`config.mk`:
```
export PLATFORM = sky130hd
export DESIGN_NAME = exec_core
export DESIGN_NICKNAME = d
export VERILOG_FILES = /design/src/exec_pkg.sv /design/src/exec_core.sv /design/src/rob.sv /design/src/mul_unit.sv /design/src/alu.sv /design/src/pipe_delay.sv
export VERILOG_INCLUDE_DIRS = /design/src
export SDC_FILE = /design/constraint.sdc
export NUM_CORES = 2
export LEC_CHECK = 0
export ABC_CLOCK_PERIOD_IN_PS = 8600
export BUFFER_PORTS_ARGS = -buffer_cell sky130_fd_sc_hd__buf_2
export CAP_MARGIN = 20
export CORE_AREA = 2 2 300 302
export DETAILED_ROUTE_END_ITERATION = 7
export DIE_AREA = 0 0 302 304
export GPL_TIMING_DRIVEN = 0
export HOLD_SLACK_MARGIN = 0.02
export PLACE_DENSITY = 0.62
export SLEW_MARGIN = 5
export SYNTH_ARGS = -nofsm -noshare
export SYNTH_HDL_FRONTEND = slang
export SYNTH_SLANG_ARGS = --single-unit
```
`constraint.sdc`:
```
create_clock -name clk -period 8.6 [get_ports clk]
set_input_delay 0.86 -clock clk [delete_from_list [all_inputs] [get_ports clk]]
set_output_delay 0.86 -clock clk [all_outputs]
set_load 0.02 [all_outputs]
```
`src/core_cfg.svh`:
```
`ifndef CORE_CFG_SVH
`define CORE_CFG_SVH

// Datapath widths
`define WORD_SIZE 32
`define ARCH_REG_INDEX_SIZE 5

// Reorder buffer depth, a power of two
`define ROB_ENTRIES 4
`define ROB_ENTRY_WIDTH 2     // log2 of ROB_ENTRIES

// Multiplier latency from issue edge to writeback edge
// Two product stages plus at least one delay stage, so 3 or more
`define MUL_STAGES 4

`endif
```
`src/exec_pkg.sv`:
```
`include "core_cfg.svh"

package exec_pkg;

	// Selects the execution path
	typedef enum logic {
		OP_ALU = 1'b0,
		OP_MUL = 1'b1
	} op_class_e;

	// Decoded operation with its operand values
	typedef struct packed {
		op_class_e                       op_class;
		logic [2:0]                      funct3;
		logic [6:0]                      funct7;
		logic [`ARCH_REG_INDEX_SIZE-1:0] rd;
		logic [`WORD_SIZE-1:0]           s1;
		logic [`WORD_SIZE-1:0]           s2;
	} issue_t;

	// Operation sent to an execution path, tagged with its ROB entry
	typedef struct packed {
		logic [2:0]                  funct3;
		logic [6:0]                  funct7;
		logic [`WORD_SIZE-1:0]       s1;
		logic [`WORD_SIZE-1:0]       s2;
		logic [`ROB_ENTRY_WIDTH-1:0] tag;
	} dispatch_t;

	typedef struct packed {
		logic [`WORD_SIZE-1:0]       value;
		logic [`ROB_ENTRY_WIDTH-1:0] tag;
	} wb_t;

	typedef struct packed {
		logic [`ARCH_REG_INDEX_SIZE-1:0] rd;
		logic [`WORD_SIZE-1:0]           value;
		logic [`ROB_ENTRY_WIDTH-1:0]     tag;
	} commit_t;

endpackage

```
`src/exec_core.sv`:
```
`timescale 1ns/1ps
`include "core_cfg.svh"

module exec_core (
	input  logic              clk,
	input  logic              i_reset,
	input  logic              i_issue_valid,
	input  exec_pkg::issue_t  i_issue,
	output logic              o_full,
	output logic              o_commit_valid,
	output exec_pkg::commit_t o_commit
);

	exec_pkg::dispatch_t   dispatch;
	logic                  alu_valid;
	logic                  mul_valid;

	logic [`WORD_SIZE-1:0] alu_result;
	exec_pkg::wb_t         alu_wb_in;     // ALU result with its tag, before the register
	logic                  alu_wb_valid;
	exec_pkg::wb_t         alu_wb;

	logic                  mul_wb_valid;
	exec_pkg::wb_t         mul_wb;

	rob reorder_buffer (
		.clk            (clk),
		.i_reset        (i_reset),
		.i_issue_valid  (i_issue_valid),
		.i_issue        (i_issue),
		.o_full         (o_full),
		.o_dispatch     (dispatch),
		.o_alu_valid    (alu_valid),
		.o_mul_valid    (mul_valid),
		.i_alu_wb_valid (alu_wb_valid),
		.i_alu_wb       (alu_wb),
		.i_mul_wb_valid (mul_wb_valid),
		.i_mul_wb       (mul_wb),
		.o_commit_valid (o_commit_valid),
		.o_commit       (o_commit)
	);

	alu int_alu (
		.i_funct3 (dispatch.funct3),
		.i_funct7 (dispatch.funct7),
		.i_s1     (dispatch.s1),
		.i_s2     (dispatch.s2),
		.o_result (alu_result)
	);

	assign alu_wb_in.value = alu_result;
	assign alu_wb_in.tag   = dispatch.tag;

	// One register between the ALU and its ROB write port
	pipe_delay #(
		.T     (exec_pkg::wb_t),
		.DEPTH (1)
	) alu_wb_delay (
		.clk     (clk),
		.i_reset (i_reset),
		.i_valid (alu_valid),
		.i_data  (alu_wb_in),
		.o_valid (alu_wb_valid),
		.o_data  (alu_wb)
	);

	mul_unit mul (
		.clk        (clk),
		.i_reset    (i_reset),
		.i_valid    (mul_valid),
		.i_dispatch (dispatch),
		.o_wb_valid (mul_wb_valid),
		.o_wb       (mul_wb)
	);

endmodule

```
`src/rob.sv`:
```
`timescale 1ns/1ps
`include "core_cfg.svh"

module rob (
	input  logic                clk,
	input  logic                i_reset,
	// Issue from outside
	input  logic                i_issue_valid,
	input  exec_pkg::issue_t    i_issue,
	output logic                o_full,
	// Dispatch to the execution paths
	output exec_pkg::dispatch_t o_dispatch,
	output logic                o_alu_valid,
	output logic                o_mul_valid,
	// Write ports
	input  logic                i_alu_wb_valid,
	input  exec_pkg::wb_t       i_alu_wb,
	input  logic                i_mul_wb_valid,
	input  exec_pkg::wb_t       i_mul_wb,
	// In-order commit
	output logic                o_commit_valid,
	output exec_pkg::commit_t   o_commit
);

	localparam int ENTRIES = `ROB_ENTRIES;

	logic [`ROB_ENTRY_WIDTH-1:0] head_q;
	logic [`ROB_ENTRY_WIDTH-1:0] tail_q;
	logic [`ROB_ENTRY_WIDTH:0]   count_q;    // One extra bit to hold ENTRIES

	logic [ENTRIES-1:0] busy_q;
	logic [ENTRIES-1:0] done_q;
	logic [`ARCH_REG_INDEX_SIZE-1:0] rd_q    [ENTRIES];
	logic [`WORD_SIZE-1:0]           value_q [ENTRIES];

	logic issue_fire;
	logic retire;

	assign o_full     = (count_q == ENTRIES);
	assign issue_fire = i_issue_valid && !o_full;
	assign retire     = busy_q[head_q] && done_q[head_q];

	// New op goes out with the tail as its tag
	assign o_dispatch.funct3 = i_issue.funct3;
	assign o_dispatch.funct7 = i_issue.funct7;
	assign o_dispatch.s1     = i_issue.s1;
	assign o_dispatch.s2     = i_issue.s2;
	assign o_dispatch.tag    = tail_q;

	assign o_alu_valid = issue_fire && (i_issue.op_class == exec_pkg::OP_ALU);
	assign o_mul_valid = issue_fire && (i_issue.op_class == exec_pkg::OP_MUL);

	always_ff @(posedge clk) begin
		if (i_reset) begin
			head_q         <= '0;
			tail_q         <= '0;
			count_q        <= '0;
			busy_q         <= '0;
			done_q         <= '0;
			o_commit_valid <= 1'b0;
		end else begin
			o_commit_valid <= retire;
			if (retire) begin
				busy_q[head_q] <= 1'b0;
				done_q[head_q] <= 1'b0;
				head_q         <= head_q + 1'b1;
			end
			// Tail equals head only when empty or full, so no clash with retire
			if (issue_fire) begin
				busy_q[tail_q] <= 1'b1;
				done_q[tail_q] <= 1'b0;
				tail_q         <= tail_q + 1'b1;
			end
			if (i_alu_wb_valid)
				done_q[i_alu_wb.tag] <= 1'b1;
			if (i_mul_wb_valid)
				done_q[i_mul_wb.tag] <= 1'b1;
			case ({issue_fire, retire})
				2'b10:   count_q <= count_q + 1'b1;
				2'b01:   count_q <= count_q - 1'b1;
				default: count_q <= count_q;
			endcase
		end
	end

	always_ff @(posedge clk) begin
		if (issue_fire)
			rd_q[tail_q] <= i_issue.rd;
		if (i_alu_wb_valid)
			value_q[i_alu_wb.tag] <= i_alu_wb.value;
		if (i_mul_wb_valid)
			value_q[i_mul_wb.tag] <= i_mul_wb.value;
		if (retire) begin
			o_commit.rd    <= rd_q[head_q];
			o_commit.value <= value_q[head_q];
			o_commit.tag   <= head_q;
		end
	end

	// Results only land on entries that are still in flight
	a_alu_wb_busy: assert property (@(posedge clk) disable iff (i_reset)
		i_alu_wb_valid |-> busy_q[i_alu_wb.tag]);
	a_mul_wb_busy: assert property (@(posedge clk) disable iff (i_reset)
		i_mul_wb_valid |-> busy_q[i_mul_wb.tag]);

	a_count_max: assert property (@(posedge clk) disable iff (i_reset)
		count_q <= ENTRIES);

	// A tag lives in exactly one execution path
	a_wb_tags_differ: assert property (@(posedge clk) disable iff (i_reset)
		!(i_alu_wb_valid && i_mul_wb_valid && (i_alu_wb.tag == i_mul_wb.tag)));

endmodule

```
`src/mul_unit.sv`:
```
`timescale 1ns/1ps
`include "core_cfg.svh"

module mul_unit (
	input  logic                clk,
	input  logic                i_reset,
	input  logic                i_valid,
	input  exec_pkg::dispatch_t i_dispatch,
	output logic                o_wb_valid,
	output exec_pkg::wb_t       o_wb
);

	localparam int HALF = `WORD_SIZE / 2;

	logic [HALF-1:0] a_lo;
	logic [HALF-1:0] a_hi;
	logic [HALF-1:0] b_lo;
	logic [HALF-1:0] b_hi;

	// Stage one partial products
	logic                        s1_valid_q;
	logic [`WORD_SIZE-1:0]       pp_ll_q;
	logic [HALF-1:0]             pp_lh_q;     // Only low halves of the cross terms matter
	logic [HALF-1:0]             pp_hl_q;
	logic [`ROB_ENTRY_WIDTH-1:0] s1_tag_q;

	// Stage two low product
	logic          s2_valid_q;
	exec_pkg::wb_t s2_wb_q;

	assign a_lo = i_dispatch.s1[HALF-1:0];
	assign a_hi = i_dispatch.s1[`WORD_SIZE-1:HALF];
	assign b_lo = i_dispatch.s2[HALF-1:0];
	assign b_hi = i_dispatch.s2[`WORD_SIZE-1:HALF];

	always_ff @(posedge clk) begin
		if (i_reset) begin
			s1_valid_q <= 1'b0;
			s2_valid_q <= 1'b0;
		end else begin
			s1_valid_q <= i_valid;
			s2_valid_q <= s1_valid_q;
		end
	end

	always_ff @(posedge clk) begin
		pp_ll_q  <= `WORD_SIZE'(a_lo) * `WORD_SIZE'(b_lo);
		pp_lh_q  <= a_lo * b_hi;
		pp_hl_q  <= a_hi * b_lo;
		s1_tag_q <= i_dispatch.tag;

		s2_wb_q.value <= pp_ll_q + {pp_lh_q + pp_hl_q, {HALF{1'b0}}};
		s2_wb_q.tag   <= s1_tag_q;
	end

	// Remaining stages up to MUL_STAGES
	pipe_delay #(
		.T     (exec_pkg::wb_t),
		.DEPTH (`MUL_STAGES - 2)
	) tail_delay (
		.clk     (clk),
		.i_reset (i_reset),
		.i_valid (s2_valid_q),
		.i_data  (s2_wb_q),
		.o_valid (o_wb_valid),
		.o_data  (o_wb)
	);

endmodule

```
`src/alu.sv`:
```
`timescale 1ns/1ps
`include "core_cfg.svh"

module alu (
	input  logic [2:0]            i_funct3,
	input  logic [6:0]            i_funct7,
	input  logic [`WORD_SIZE-1:0] i_s1,
	input  logic [`WORD_SIZE-1:0] i_s2,
	output logic [`WORD_SIZE-1:0] o_result
);

	localparam int SHAMT_W = $clog2(`WORD_SIZE);

	logic               alt;      // sub and sra
	logic [SHAMT_W-1:0] shamt;

	assign alt   = (i_funct7 == 7'b0100000);
	assign shamt = i_s2[SHAMT_W-1:0];

	always_comb begin
		case (i_funct3)
			3'b000: o_result = alt ? i_s1 - i_s2 : i_s1 + i_s2;
			3'b001: o_result = i_s1 << shamt;
			3'b010: o_result = {{(`WORD_SIZE-1){1'b0}}, $signed(i_s1) < $signed(i_s2)};
			3'b011: o_result = {{(`WORD_SIZE-1){1'b0}}, i_s1 < i_s2};
			3'b100: o_result = i_s1 ^ i_s2;
			3'b101: begin
				// Arithmetic shift keeps the sign bit
				if (alt)
					o_result = $signed(i_s1) >>> shamt;
				else
					o_result = i_s1 >> shamt;
			end
			3'b110: o_result = i_s1 | i_s2;
			default: o_result = i_s1 & i_s2;   // 3'b111
		endcase
	end

endmodule

```
`src/pipe_delay.sv`:
```
`timescale 1ns/1ps

module pipe_delay #(
	parameter type T     = logic,
	parameter int  DEPTH = 1
) (
	input  logic clk,
	input  logic i_reset,
	input  logic i_valid,
	input  T     i_data,
	output logic o_valid,
	output T     o_data
);

	logic [DEPTH-1:0] valid_q;
	T                 data_q [DEPTH];

	always_ff @(posedge clk) begin
		if (i_reset) begin
			valid_q <= '0;
		end else begin
			valid_q[0] <= i_valid;
			for (int i = 1; i < DEPTH; i++)
				valid_q[i] <= valid_q[i-1];
		end
	end

	// Payload just follows its valid bit down the chain
	always_ff @(posedge clk) begin
		data_q[0] <= i_data;
		for (int i = 1; i < DEPTH; i++)
			data_q[i] <= data_q[i-1];
	end

	assign o_valid = valid_q[DEPTH-1];
	assign o_data  = data_q[DEPTH-1];

	a_depth: assert property (@(posedge clk) DEPTH >= 1);

endmodule

```
==> reports/metrics.csv <==
stage,metric,value,unit
place,dp_hpwl,120000,µm
yosys,synth_common_cells,"565 x inv_1, 451 x nor2_1, 381 x nand2_1",
timing,rsz0062_at_grt,false,
critical_path,required,9040,ps
timing,fmax,118,MHz
yosys,synth_edf_count,187,
power_and_ir_drop,p_int,0.00731,W
final_layout,fin_cells,5349,
floorplan,coreArea,89000,µm²
yosys,ys_seq_area_frac,0.265,
final_layout,fillCellCount,8569,
yosys,yosysMostFrequentCell,inv_1,
yosys,synth_area_leaders,"fa_1 19%, edfxtp_1 15%, dfxtp_1 12%",
yosys,async_flop_share,0,
timing,hold_violations,0,
yosys,synth_area_leader_cell,fa_1,
timing,maxSlewViolCount,0,
detailed_routing,vias,31200,
power_and_ir_drop,switchingPower,0.00659,W
power_and_ir_drop,seq_power_share,0.204,
critical_path,critPathMaxFanout,11,
floorplan,die-area,91800,µm²
cts,root_buffer,clkbuf_16,
critical_path,crit_type,in -> reg,
critical_path,critPathCaptureType,flip-flop,
global_routing,grt_usage,0.330,
power_and_ir_drop,powerDensity,336,nW/µm²
timing,relSlewSlack,0.202,
global_routing,grt_pass1_wl,217000,µm
yosys,ys_ff_latch,408,
detailed_routing,routed_wirelength,150000,µm
cts,clk_path_buf_depth,3,
yosys,synthFlopType,dfxtp_1,
power_and_ir_drop,peakVddDrop,0.000796,V
yosys,yosysWarnings,0,
detailed_routing,wl_per_cell,28.0,µm
timing,fin_crit,8500,ps
cts,clk_latency,540,ps
critical_path,crit_top_cell,fa_1,
yosys,avgSynthCellArea,9.54,µm²
final_layout,area_growth,9.19,%
global_routing,antenna_found_initial,13,
floorplan,initial_core_util,0.426,
power_and_ir_drop,clkPwrFrac,0.122,
detailed_routing,dr.pass1.iters,6,
cts,cts_setup_buffers,0,
yosys,synth_cells,3974,
timing,finalCritPeriodShare,0.988,
final_layout,drive_gt1_frac,0.112,
cts,cts_max_level,2,
critical_path,worstPathArrival,8940,ps
yosys,syn_area,37900,µm²
place,io_buffers,121,
critical_path,slowest_stage,clkinv_1,
power_and_ir_drop,pwr-share-comb,0.674,
global_routing,overflow,0,
global_routing,grt_pass1_vias,31300,
timing,worst_clock_skew,21.0,ps
cts,path_clk_slew,70,ps
floorplan,io_pins,124,
place,place_inst,5276,
yosys,synth_cell_types,91,
power_and_ir_drop,p_leak,18.5,nW
critical_path,worst_setup_path_start_kind,input port,
cts,cts_sinks,408,
timing,worstMarginPinSlew,1200,ps
yosys,yosysTopAreaCellShare,0.190,
floorplan,die_x,302,µm
detailed_routing,ant_nets,0,
place,gp_congestion,1.03,
yosys,synth_nets,4754,
final_layout,nets,4916,
cts,cts_buffers,36,
run,drv_cap,0,
hold_path,holdCritPathClass,reg -> reg,
timing,setup_viol,0,
global_routing,grt_max_degree,34,
floorplan,die_h,304,µm
critical_path,cpPeakStageDelay,700,ps
floorplan,num_rows,110,
power_and_ir_drop,total_power,0.0139,W
detailed_routing,via_per_inst,5.84,
detailed_routing,drt_first_iter_violations,3654,
detailed_routing,drc_errors,0,
cts,tritoncts,yes,
outcome,outcome,completed,
power_and_ir_drop,swShare,0.474,
-- repair_timing --
item	in CTS	in global routing
resized for setup	3	5
setup endpoints to repair	12	8
hold buffers	0	0
cloned	0	0
hold endpoints to repair	0	0
-- area by class of cell --
cell class	instances	area [µm²]	share of cell area
well taps	1176	1470	0.0355
plain buffers	212	870	0.0210
repair buffers	128	717	0.0173
inverters	591	2220	0.0536
multi-input cells	2759	24800	0.599
clock inverters	12	153	0.00369
flip-flops and latches	408	10000	0.243
diodes	9	22.5	0.000544
clock buffers	54	1100	0.0267
-- power groups by stage --
stage               clock, W  combinational (W)  sequential (W)
floorplan                  0            0.00643         0.00275
global placement           0            0.00936         0.00286
detailed placement         0            0.00937         0.00287
CTS                  0.00174            0.00946         0.00283
global route         0.00181             0.0104         0.00288
finish               0.00170            0.00937         0.00283
-- worst paths after layout --
path / from / to / slack [ps] / depth (start not counted)
min: mul.tail_delay.data_q[0][10] / mul.tail_delay.data_q[0][44] / 320 / 0
max: i_issue[6] / mul.pp_ll_q[29] / 100 / 26
max reg2reg: mul.pp_hl_q[1] / mul.s2_wb_q[33] / 4080 / 16
min reg2reg: mul.tail_delay.data_q[0][10] / mul.tail_delay.data_q[0][44] / 320 / 0
-- sequential cells by signal, summed over array words and instances (netlist names), 16 cells and up --
| register | count |
|---|---|
| reorder_buffer.value_q | 128 |
| reorder_buffer.o_commit | 39 |
| alu_wb_delay.data_q | 33 |
| reorder_buffer.rd_q | 20 |
| mul.tail_delay.data_q | 68 |
| mul.s2_wb_q | 34 |
| mul.pp_lh_q | 16 |
| mul.pp_ll_q | 32 |
| mul.pp_hl_q | 16 |
-- routing by layer --
metal | track usage | routed length, µm | vias up
met5 | 0 | 23 | -
met4 | 0.210 | 12000 | 4
met1 | 0.436 | 59300 | 15400
met2 | 0.478 | 62600 | 1836
met3 | 0.0852 | 16000 | 508
li1 | - | - | 13500
-- layout by cell type (no fill, tap or decap), types with 129 or more instances in the layout --
cell type    n
inv_1      565
nor2_1     451
nand2_1    379
fa_1       359
ha_1       338
dfxtp_1    221
edfxtp_1   187
a21oi_1    180
buf_2      158
clkbuf_1   144
xnor2_1    135
mux2_2     135
o21ai_0    129
-- cells by family (layout without fill, tap and decap cells) --
group                      Yosys count  after routing  share of synthesized area
and+or+nand+nor                   1041           1041                      0.116
buffers and inverters              807            997                     0.0815
adders and majority gates          697            697                      0.301
AOI/OAI and AO/OA                  606            606                      0.105
DFF                                408            408                      0.265
muxes                              256            256                     0.0952
xor gates and xnor gates           159            159                     0.0367
other                                0              9                          0
-- per-stage QoR --
stage / cell area [µm²] / hold slack, ps / setup TNS (ps) / worst slack, ps / utilization
after global placement: 40000 / 311 / -16940 / -1280 / 0.449
after global routing: 41400 / 330 / 0 / 31.1 / 0.465
final: 41400 / 316 / 0 / 103 / 0.465
after detailed placement: 40100 / 312 / -14750 / -1200 / 0.450
after CTS: 41400 / 319 / 0 / 44.2 / 0.464
after floorplan: 37900 / 310 / 0 / 1130 / -
-- critical path: cells and delay by family --
family | cells | cell delay (ps)
AND/OR/NAND/NOR | 4 | 720
buffers and inverters | 8 | 2360
XOR/XNOR | 1 | 170
adder cells (fa/ha/maj) | 7 | 3270
AO/OA/AOI/OAI | 6 | 1520
Power figures use the tool's default switching activity.
